==> src/common/tlb_xlat_pkg.sv <==
`default_nettype none

// Address translation widths and types shared by the table and its channels
package tlb_xlat_pkg;

  // Input address space
  localparam int unsigned INP_ADDR_W = 32;
  // Output address space, wider than the input side
  localparam int unsigned OUP_ADDR_W = 34;

  // 4 KiB pages
  localparam int unsigned PAGE_OFS_W = 12;

  // Page number widths follow from the address widths
  localparam int unsigned INP_PAGE_W = INP_ADDR_W - PAGE_OFS_W;
  localparam int unsigned OUP_PAGE_W = OUP_ADDR_W - PAGE_OFS_W;

  // Number of flag bits per entry
  localparam int unsigned FLAGS_W = 3;

  // Flag bit positions
  localparam int unsigned FLAG_VALID = 0;
  localparam int unsigned FLAG_READ  = 1;
  localparam int unsigned FLAG_WRITE = 2;

  // Full addresses
  typedef logic [INP_ADDR_W-1:0] inp_addr_t;
  typedef logic [OUP_ADDR_W-1:0] oup_addr_t;

  // Page numbers, address without the page offset
  typedef logic [INP_PAGE_W-1:0] inp_page_t;
  typedef logic [OUP_PAGE_W-1:0] oup_page_t;

  // Valid, readable, writable
  typedef logic [FLAGS_W-1:0] flags_t;

endpackage

`default_nettype wire

==> src/common/tlb_cfg_pkg.sv <==
`default_nettype none

// Register map of the word-wide configuration port
package tlb_cfg_pkg;

  // Word address and data widths
  localparam int unsigned CFG_ADDR_W = 8;
  localparam int unsigned CFG_DATA_W = 32;

  typedef logic [CFG_ADDR_W-1:0] cfg_addr_t;
  typedef logic [CFG_DATA_W-1:0] cfg_data_t;

  // Each entry spans four consecutive words
  localparam int unsigned WORDS_PER_ENTRY = 4;

  // Address bits that select the field inside an entry
  localparam int unsigned OFS_W = $clog2(WORDS_PER_ENTRY);

  // Field word offsets inside one entry
  localparam int unsigned OFS_FIRST = 0;
  localparam int unsigned OFS_LAST  = 1;
  localparam int unsigned OFS_BASE  = 2;
  localparam int unsigned OFS_FLAGS = 3;

endpackage

`default_nettype wire

==> src/tlb_l1/tlb_l1_ft_reg.sv <==
`timescale 1ns/1ps
`default_nettype none

// One-deep fall-through register for a translation result
module tlb_l1_ft_reg (
  input  logic                    clk_i,
  input  logic                    rst_n_i,
  input  logic                    valid_i,
  output logic                    ready_o,
  input  logic                    hit_i,
  input  tlb_xlat_pkg::oup_addr_t addr_i,
  output logic                    valid_o,
  input  logic                    ready_i,
  output logic                    hit_o,
  output tlb_xlat_pkg::oup_addr_t addr_o
);

  logic                    full_q;
  logic                    hit_q;
  tlb_xlat_pkg::oup_addr_t addr_q;
  logic                    capture;

  // Result offered but not taken while empty
  assign capture = valid_i && !ready_i && !full_q;

  // Only accept new input when nothing is held
  assign ready_o = !full_q;

  // Held result first, otherwise straight through
  assign valid_o = full_q || valid_i;
  assign hit_o   = full_q ? hit_q : hit_i;
  assign addr_o  = full_q ? addr_q : addr_i;

  // Occupancy
  always_ff @(posedge clk_i) begin
    if (!rst_n_i) begin
      full_q <= 1'b0;
    end else if (full_q) begin
      // Empties on the downstream handshake
      if (ready_i) begin
        full_q <= 1'b0;
      end
    end else if (capture) begin
      full_q <= 1'b1;
    end
  end

  // Stored result
  always_ff @(posedge clk_i) begin
    if (capture) begin
      hit_q  <= hit_i;
      addr_q <= addr_i;
    end
  end

  // Output stays put under back-pressure, across capture and hold
  a_hold_stable: assert property (
    @(posedge clk_i) disable iff (!rst_n_i)
    (valid_o && !ready_i) |=> (valid_o && $stable(hit_o) && $stable(addr_o))
  ) else $error("Result changed while waiting for ready_i");

endmodule

`default_nettype wire

==> src/tlb_l1/tlb_l1_regs.sv <==
`timescale 1ns/1ps
`default_nettype none

// Entry register file behind the configuration port
module tlb_l1_regs #(
  parameter int unsigned NumEntries = 4
) (
  input  logic                                     clk_i,
  input  logic                                     rst_n_i,
  input  logic                                     cfg_we_i,
  input  tlb_cfg_pkg::cfg_addr_t                   cfg_addr_i,
  input  tlb_cfg_pkg::cfg_data_t                   cfg_wdata_i,
  output tlb_cfg_pkg::cfg_data_t                   cfg_rdata_o,
  output tlb_xlat_pkg::inp_page_t [NumEntries-1:0] ent_first_o,
  output tlb_xlat_pkg::inp_page_t [NumEntries-1:0] ent_last_o,
  output tlb_xlat_pkg::oup_page_t [NumEntries-1:0] ent_base_o,
  output tlb_xlat_pkg::flags_t    [NumEntries-1:0] ent_flags_o
);

  // Upper address bits pick the entry
  localparam int unsigned IdxW = tlb_cfg_pkg::CFG_ADDR_W - tlb_cfg_pkg::OFS_W;

  logic [IdxW-1:0]               ent_idx;
  logic [tlb_cfg_pkg::OFS_W-1:0] fld_sel;
  logic                          ent_hit;

  // Stored fields, only the meaningful bits
  tlb_xlat_pkg::inp_page_t [NumEntries-1:0] first_q;
  tlb_xlat_pkg::inp_page_t [NumEntries-1:0] last_q;
  tlb_xlat_pkg::oup_page_t [NumEntries-1:0] base_q;
  tlb_xlat_pkg::flags_t    [NumEntries-1:0] flags_q;

  // Word address is entry index times words per entry plus field offset
  assign ent_idx = cfg_addr_i[tlb_cfg_pkg::CFG_ADDR_W-1:tlb_cfg_pkg::OFS_W];
  assign fld_sel = cfg_addr_i[tlb_cfg_pkg::OFS_W-1:0];

  // Words past the last entry are unmapped
  assign ent_hit = 32'(ent_idx) < NumEntries;

  // Field writes, upper data bits dropped
  always_ff @(posedge clk_i) begin
    if (!rst_n_i) begin
      // All entries cleared, so nothing is valid
      first_q <= '0;
      last_q  <= '0;
      base_q  <= '0;
      flags_q <= '0;
    end else if (cfg_we_i && ent_hit) begin
      case (fld_sel)
        tlb_cfg_pkg::OFS_FIRST: begin
          first_q[ent_idx] <= cfg_wdata_i[tlb_xlat_pkg::INP_PAGE_W-1:0];
        end
        tlb_cfg_pkg::OFS_LAST: begin
          last_q[ent_idx] <= cfg_wdata_i[tlb_xlat_pkg::INP_PAGE_W-1:0];
        end
        tlb_cfg_pkg::OFS_BASE: begin
          base_q[ent_idx] <= cfg_wdata_i[tlb_xlat_pkg::OUP_PAGE_W-1:0];
        end
        tlb_cfg_pkg::OFS_FLAGS: begin
          flags_q[ent_idx] <= cfg_wdata_i[tlb_xlat_pkg::FLAGS_W-1:0];
        end
        default: begin
        end
      endcase
    end
  end

  // Readback, zero-extended to a full word
  always_comb begin
    cfg_rdata_o = '0;
    if (ent_hit) begin
      case (fld_sel)
        tlb_cfg_pkg::OFS_FIRST: cfg_rdata_o = tlb_cfg_pkg::cfg_data_t'(first_q[ent_idx]);
        tlb_cfg_pkg::OFS_LAST:  cfg_rdata_o = tlb_cfg_pkg::cfg_data_t'(last_q[ent_idx]);
        tlb_cfg_pkg::OFS_BASE:  cfg_rdata_o = tlb_cfg_pkg::cfg_data_t'(base_q[ent_idx]);
        tlb_cfg_pkg::OFS_FLAGS: cfg_rdata_o = tlb_cfg_pkg::cfg_data_t'(flags_q[ent_idx]);
        default:                cfg_rdata_o = '0;
      endcase
    end
  end

  // Table seen by both channels
  assign ent_first_o = first_q;
  assign ent_last_o  = last_q;
  assign ent_base_o  = base_q;
  assign ent_flags_o = flags_q;

  // A write with an unknown address would corrupt an arbitrary entry
  a_cfg_addr_known: assert property (
    @(posedge clk_i) disable iff (!rst_n_i)
    cfg_we_i |-> !$isunknown(cfg_addr_i)
  ) else $error("cfg_addr_i unknown during a configuration write");

endmodule

`default_nettype wire

==> src/tlb_l1/tlb_l1_chan.sv <==
`timescale 1ns/1ps
`default_nettype none

// One lookup channel of the translation table
module tlb_l1_chan #(
  parameter int unsigned NumEntries = 4,
  // Selects the writable flag instead of the readable one
  parameter bit          IsWrite    = 1'b0
) (
  input  logic                                     clk_i,
  input  logic                                     rst_n_i,
  input  tlb_xlat_pkg::inp_page_t [NumEntries-1:0] ent_first_i,
  input  tlb_xlat_pkg::inp_page_t [NumEntries-1:0] ent_last_i,
  input  tlb_xlat_pkg::oup_page_t [NumEntries-1:0] ent_base_i,
  input  tlb_xlat_pkg::flags_t    [NumEntries-1:0] ent_flags_i,
  input  tlb_xlat_pkg::inp_addr_t                  req_addr_i,
  input  logic                                     req_valid_i,
  output logic                                     req_ready_o,
  output logic                                     res_hit_o,
  output tlb_xlat_pkg::oup_addr_t                  res_addr_o,
  output logic                                     res_valid_o,
  input  logic                                     res_ready_i
);

  // Permission bit this channel needs
  localparam int unsigned PermBit =
      IsWrite ? tlb_xlat_pkg::FLAG_WRITE : tlb_xlat_pkg::FLAG_READ;

  tlb_xlat_pkg::inp_page_t req_page;
  logic [NumEntries-1:0]   ent_match;

  // Winning entry
  logic                    lookup_hit;
  tlb_xlat_pkg::inp_page_t hit_first;
  tlb_xlat_pkg::oup_page_t hit_base;

  // Rebased address
  tlb_xlat_pkg::inp_page_t page_delta;
  tlb_xlat_pkg::oup_page_t xlat_page;
  tlb_xlat_pkg::oup_addr_t xlat_addr;

  // Strip the page offset
  assign req_page = req_addr_i[tlb_xlat_pkg::INP_ADDR_W-1:tlb_xlat_pkg::PAGE_OFS_W];

  // Per entry: valid, permitted and page inside [first, last]
  for (genvar i = 0; i < NumEntries; i++) begin : gen_match
    assign ent_match[i] = ent_flags_i[i][tlb_xlat_pkg::FLAG_VALID]
        & ent_flags_i[i][PermBit]
        & (req_page >= ent_first_i[i])
        & (req_page <= ent_last_i[i]);
  end

  // Priority scan, downward so the lowest matching index is assigned last
  always_comb begin
    lookup_hit = 1'b0;
    hit_first  = '0;
    hit_base   = '0;
    for (int i = NumEntries - 1; i >= 0; i--) begin
      if (ent_match[i]) begin
        lookup_hit = 1'b1;
        hit_first  = ent_first_i[i];
        hit_base   = ent_base_i[i];
      end
    end
  end

  // Distance into the segment, never negative on a hit
  assign page_delta = req_page - hit_first;

  // Same distance from the output base page
  assign xlat_page = tlb_xlat_pkg::oup_page_t'(page_delta) + hit_base;

  // Offset passes through; a miss gives address zero
  assign xlat_addr = lookup_hit ?
      {xlat_page, req_addr_i[tlb_xlat_pkg::PAGE_OFS_W-1:0]} : '0;

  // Hold the result so later table writes cannot change it
  tlb_l1_ft_reg i_res_reg (
    .clk_i   (clk_i),
    .rst_n_i (rst_n_i),
    .valid_i (req_valid_i),
    .ready_o (req_ready_o),
    .hit_i   (lookup_hit),
    .addr_i  (xlat_addr),
    .valid_o (res_valid_o),
    .ready_i (res_ready_i),
    .hit_o   (res_hit_o),
    .addr_o  (res_addr_o)
  );

endmodule

`default_nettype wire

==> src/tlb_l1_top.sv <==
`timescale 1ns/1ps
`default_nettype none

// First-level translation table with a write and a read lookup channel
module tlb_l1_top #(
  parameter int unsigned NumEntries = 4
) (
  input  logic                    clk_i,
  input  logic                    rst_n_i,
  // Configuration port
  input  logic                    cfg_we_i,
  input  tlb_cfg_pkg::cfg_addr_t  cfg_addr_i,
  input  tlb_cfg_pkg::cfg_data_t  cfg_wdata_i,
  output tlb_cfg_pkg::cfg_data_t  cfg_rdata_o,
  // Write channel
  input  tlb_xlat_pkg::inp_addr_t wr_req_addr_i,
  input  logic                    wr_req_valid_i,
  output logic                    wr_req_ready_o,
  output logic                    wr_res_hit_o,
  output tlb_xlat_pkg::oup_addr_t wr_res_addr_o,
  output logic                    wr_res_valid_o,
  input  logic                    wr_res_ready_i,
  // Read channel
  input  tlb_xlat_pkg::inp_addr_t rd_req_addr_i,
  input  logic                    rd_req_valid_i,
  output logic                    rd_req_ready_o,
  output logic                    rd_res_hit_o,
  output tlb_xlat_pkg::oup_addr_t rd_res_addr_o,
  output logic                    rd_res_valid_o,
  input  logic                    rd_res_ready_i
);

  // Table shared by both channels
  tlb_xlat_pkg::inp_page_t [NumEntries-1:0] ent_first;
  tlb_xlat_pkg::inp_page_t [NumEntries-1:0] ent_last;
  tlb_xlat_pkg::oup_page_t [NumEntries-1:0] ent_base;
  tlb_xlat_pkg::flags_t    [NumEntries-1:0] ent_flags;

  tlb_l1_regs #(
    .NumEntries (NumEntries)
  ) i_regs (
    .clk_i       (clk_i),
    .rst_n_i     (rst_n_i),
    .cfg_we_i    (cfg_we_i),
    .cfg_addr_i  (cfg_addr_i),
    .cfg_wdata_i (cfg_wdata_i),
    .cfg_rdata_o (cfg_rdata_o),
    .ent_first_o (ent_first),
    .ent_last_o  (ent_last),
    .ent_base_o  (ent_base),
    .ent_flags_o (ent_flags)
  );

  // Write lookups need the writable flag
  tlb_l1_chan #(
    .NumEntries (NumEntries),
    .IsWrite    (1'b1)
  ) i_wr_chan (
    .clk_i       (clk_i),
    .rst_n_i     (rst_n_i),
    .ent_first_i (ent_first),
    .ent_last_i  (ent_last),
    .ent_base_i  (ent_base),
    .ent_flags_i (ent_flags),
    .req_addr_i  (wr_req_addr_i),
    .req_valid_i (wr_req_valid_i),
    .req_ready_o (wr_req_ready_o),
    .res_hit_o   (wr_res_hit_o),
    .res_addr_o  (wr_res_addr_o),
    .res_valid_o (wr_res_valid_o),
    .res_ready_i (wr_res_ready_i)
  );

  // Read lookups need the readable flag
  tlb_l1_chan #(
    .NumEntries (NumEntries),
    .IsWrite    (1'b0)
  ) i_rd_chan (
    .clk_i       (clk_i),
    .rst_n_i     (rst_n_i),
    .ent_first_i (ent_first),
    .ent_last_i  (ent_last),
    .ent_base_i  (ent_base),
    .ent_flags_i (ent_flags),
    .req_addr_i  (rd_req_addr_i),
    .req_valid_i (rd_req_valid_i),
    .req_ready_o (rd_req_ready_o),
    .res_hit_o   (rd_res_hit_o),
    .res_addr_o  (rd_res_addr_o),
    .res_valid_o (rd_res_valid_o),
    .res_ready_i (rd_res_ready_i)
  );

endmodule

`default_nettype wire

==> config.mk <==
export PLATFORM = sky130hd
export DESIGN_NAME = tlb_l1_top
export DESIGN_NICKNAME = d
export VERILOG_FILES = /design/src/common/tlb_xlat_pkg.sv /design/src/common/tlb_cfg_pkg.sv /design/src/tlb_l1/tlb_l1_ft_reg.sv /design/src/tlb_l1/tlb_l1_regs.sv /design/src/tlb_l1/tlb_l1_chan.sv /design/src/tlb_l1_top.sv
export SDC_FILE = /design/constraint.sdc
export NUM_CORES = 2
export LEC_CHECK = 0
export ABC_AREA = 1
export BUFFER_PORTS_ARGS = -buffer_cell sky130_fd_sc_hd__buf_4
export CAP_MARGIN = 20
export CORE_UTILIZATION = 54
export CTS_BUF_LIST = sky130_fd_sc_hd__clkbuf_8
export DETAILED_ROUTE_END_ITERATION = 12
export PLACE_DENSITY = 0.83
export REMOVE_ABC_BUFFERS = 1
export SLEW_MARGIN = 15
export SYNTH_ARGS = -nofsm -noshare
export SYNTH_HDL_FRONTEND = slang
export SYNTH_HIERARCHICAL = 1
export SYNTH_SLANG_ARGS = --single-unit
==> constraint.sdc <==
create_clock -name clk_i -period 16.34 [get_ports clk_i]
set_input_delay 1.634 -clock clk_i [delete_from_list [all_inputs] [get_ports clk_i]]
set_output_delay 1.634 -clock clk_i [all_outputs]
set_load 0.02 [all_outputs]
==> run_results.csv <==
group,metric,value,unit
run_status,status,"finished clean",
clock_tree,cts_buffers,60,
grt,track_usage,38.2,%
clock_tree,root_buffer,"clkbuf_8",
power,p_clk_share,41.9,%
synth,synth_warnings,6,
flow_run,cap_violations,0,
die,start_util,54.8,%
die,die_w,244,um
clock_tree,clock_path_buffers,3,
routing,remaining_drc_errors,0,
timing,slew_viol_final,0,
grt,antenna_found_initial,2,
synth,yosys.area.top_type,"nand2_1",
timing,fin_crit,10730,ps
timing,skew,45.1,ps
synth,syn_inst,5154,
clock_tree,ctsResizeCount,0,
synth,synth_edf_count,70,
worst_setup_path,cp_common_cell,"nand2_1",
synth,async_flop_share,0,%
timing,setup_viol,0,
grt,grt_pass1_wl,178000,um
die,die_area,59700,um2
die,pin_count,217,
worst_setup_path,crit_path_top_delay_cell,"inv_2",
routing,vias,35300,
clock_tree,cts_tree,"done",
timing,tightest_slew,1160,ps
grt,gr-total-overflow,0,
layout,finish.instance_area,34600,um2
hold_path,hold_class,"flip-flop to flip-flop",
grt,grt_max_degree,120,
clock_tree,cts_setup_buffers,0,
worst_setup_path,crit_fanout,35,
place,port_buffers,196,
worst_setup_path,critPathMaxStageDelay,770,ps
grt,grt_pass1_vias,32000,
synth,synthFlopType,"dfxtp_1",
place,gp_congestion,1.03,
synth,synth_area_leaders,"nand2_1, dfxtp_1, ha_1",
clock_tree,clkSlewWorstSetupHoldPaths,60,ps
clock_tree,clk_latency,710,ps
timing,hold_viol,0,
worst_setup_path,start_kind,"input port",
synth,ys_seq_area_share,23.2,%
synth,synth_top_area_share,16.6,%
power,switching_power,676,uW
layout,syn_to_final_growth,9.19,%
routing,viasPerCell,5.86,
synth,ys_ff_latch,332,
timing,hold_slack,506,ps
worst_setup_path,worst_setup_path_end_kind,"primary output",
routing,routed_wl,117000,um
power,internal-power,1.47,mW
place,dpl.hpwl,84300,um
power,ir_worst_vdd,0.0000528,V
power,seqPwrFrac,39.4,%
routing,wire_per_inst,19.4,um
layout,nets,5728,
timing,rsz0062_at_grt,"false",
timing,timing.fmax,0.0932,GHz
timing,max_slew_margin,22.3,%
die,rows,88,
timing,timing.final.crit_share,65.7,%
worst_setup_path,path_class,"input port to primary output",
routing,antenna_left,0,
worst_setup_path,arrival,9100,ps
power,p_leak,16.0,nW
place,dpl_cell_area,33300,um2
routing,first_pass_iters,9,
timing,setup_tns,0,ps
synth,syn_area,31700,um2
die,coreArea,57900,um2
synth,postSynthAreaPerCell,6.16,um2
power,swShare,31.5,%
layout,drive_gt1_share,8.01,%
clock_tree,cts_htree_levels,2,
worst_setup_path,required,14710,ps
power,p_per_area,61.9,nW/um2
routing,drtIter0Drc,4424,
synth,yosysUniqueCellTypes,58,
power,pwr-share-comb,18.7,%
die,die_h,244,um
clock_tree,cts_hold_buf,0,
clock_tree,clock_sinks,332,
placed cells by master (no fill, tap or decap), types with 9 or more instances in the layout:
cell,instances
nand2_1,1401
nor2_1,883
inv_1,593
nand3_1,448
ha_1,398
a21oi_1,317
dfxtp_1,262
buf_4,241
o21ai_0,151
clkbuf_8,72
edfxtp_1,70
o21ai_1,61
nand4_1,48
xor2_1,37
nor2_2,32
o211ai_1,29
o22ai_1,29
xnor2_1,21
a21o_1,17
clkinv_2,13
nor3_1,12
conb_1,10
inv_2,9
metal layers:
metal	track usage, %	wire [um]	up-vias
li1	-	-	16700
met1	49.9	46000	15800
met5	0	10	-
met3	8.83	15200	504
met4	22.5	7430	2
met2	57.1	48600	2314
final cells by class:
cell class                 count  area (um2)
antenna                        1        2.50
multi-input combinational   3986       20900
clock inverter                35         337
timing repair buffer         243        1850
fill                        5613       23300
tap                          765         957
inverter                     592        2230
clock buffer                  71         977
sequential                   332        7350
cell families (layout without fill, tap and decap cells):
group	after synthesis	in the layout	share of synthesized area [%]
AOI/OAI and AO/OA	647	647	11.1
xor gates and xnor gates	58	58	1.60
adders and majority gates	402	402	15.9
buffers and inverters	845	941	11.1
DFF	332	332	23.2
other	1	11	0.0118
and+or+nand+nor	2869	2869	37.1
path summary, 6_finish.rpt:
path / startpoint / to / slack (ps) / cells past startpoint
max reg2reg: i_regs/ent_first_o[30] / i_rd_chan/i_res_reg/addr_q[33] / 8610 / 43
max: rd_req_addr_i[23] / rd_res_addr_o[33] / 5610 / 46
min: i_regs/ent_flags_o[10] / i_regs/ent_flags_o[10] / 510 / 2
min reg2reg: i_regs/ent_flags_o[10] / i_regs/ent_flags_o[10] / 510 / 2
Yosys cell counts (37+ instances only):
| cell type | count |
|---|---|
| nand2_1 | 1401 |
| nor2_1 | 889 |
| inv_1 | 580 |
| nand3_1 | 449 |
| ha_1 | 398 |
| a21oi_1 | 317 |
| dfxtp_1 | 262 |
| o21ai_0 | 151 |
| clkbuf_1 | 99 |
| buf_2 | 79 |
| edfxtp_1 | 70 |
| o21ai_1 | 61 |
| nand4_1 | 48 |
| xor2_1 | 37 |
critical path, delay by kind of cell:
kind,cells,cell delay [ps]
AND/OR/NAND/NOR,24,3220
buffers and inverters,9,1630
adder cells (fa/ha/maj),4,1280
AO/OA/AOI/OAI,8,1090
XOR/XNOR,1,170
stage by stage:
step / total power, mW / setup slack, ps / utilization, % / cells
after floorplan: 1.09 / 7350 / - / 4910
after global placement: 1.24 / 6060 / 57.5 / 5917
after detailed placement: 1.25 / 6000 / 57.5 / 5918
after CTS: 2.14 / 5990 / 59.8 / 6024
after global routing: 2.22 / 5190 / 59.8 / 6025
final: 2.15 / 5610 / 59.8 / 6025
registers in the layout, summed over array words and instances (netlist names):
register                    flops
i_regs/ent_base_o              88
i_regs/ent_first_o             80
i_regs/ent_last_o              80
i_rd_chan/i_res_reg/addr_q     34
i_wr_chan/i_res_reg/addr_q     34
i_regs/ent_flags_o             12
i_rd_chan/i_res_reg/full_q      1
i_rd_chan/i_res_reg/hit_q       1
i_wr_chan/i_res_reg/full_q      1
i_wr_chan/i_res_reg/hit_q       1
power groups by stage:
stage               Clock [mW]  Sequential (mW)  Combinational (mW)
detailed placement           0            0.863               0.385
CTS                      0.904            0.845               0.387
finish                   0.900            0.845               0.401
floorplan                    0            0.864               0.226
global placement             0            0.863               0.376
global route             0.936            0.846               0.437
No activity file was read; power rests on OpenSTA's default activity.
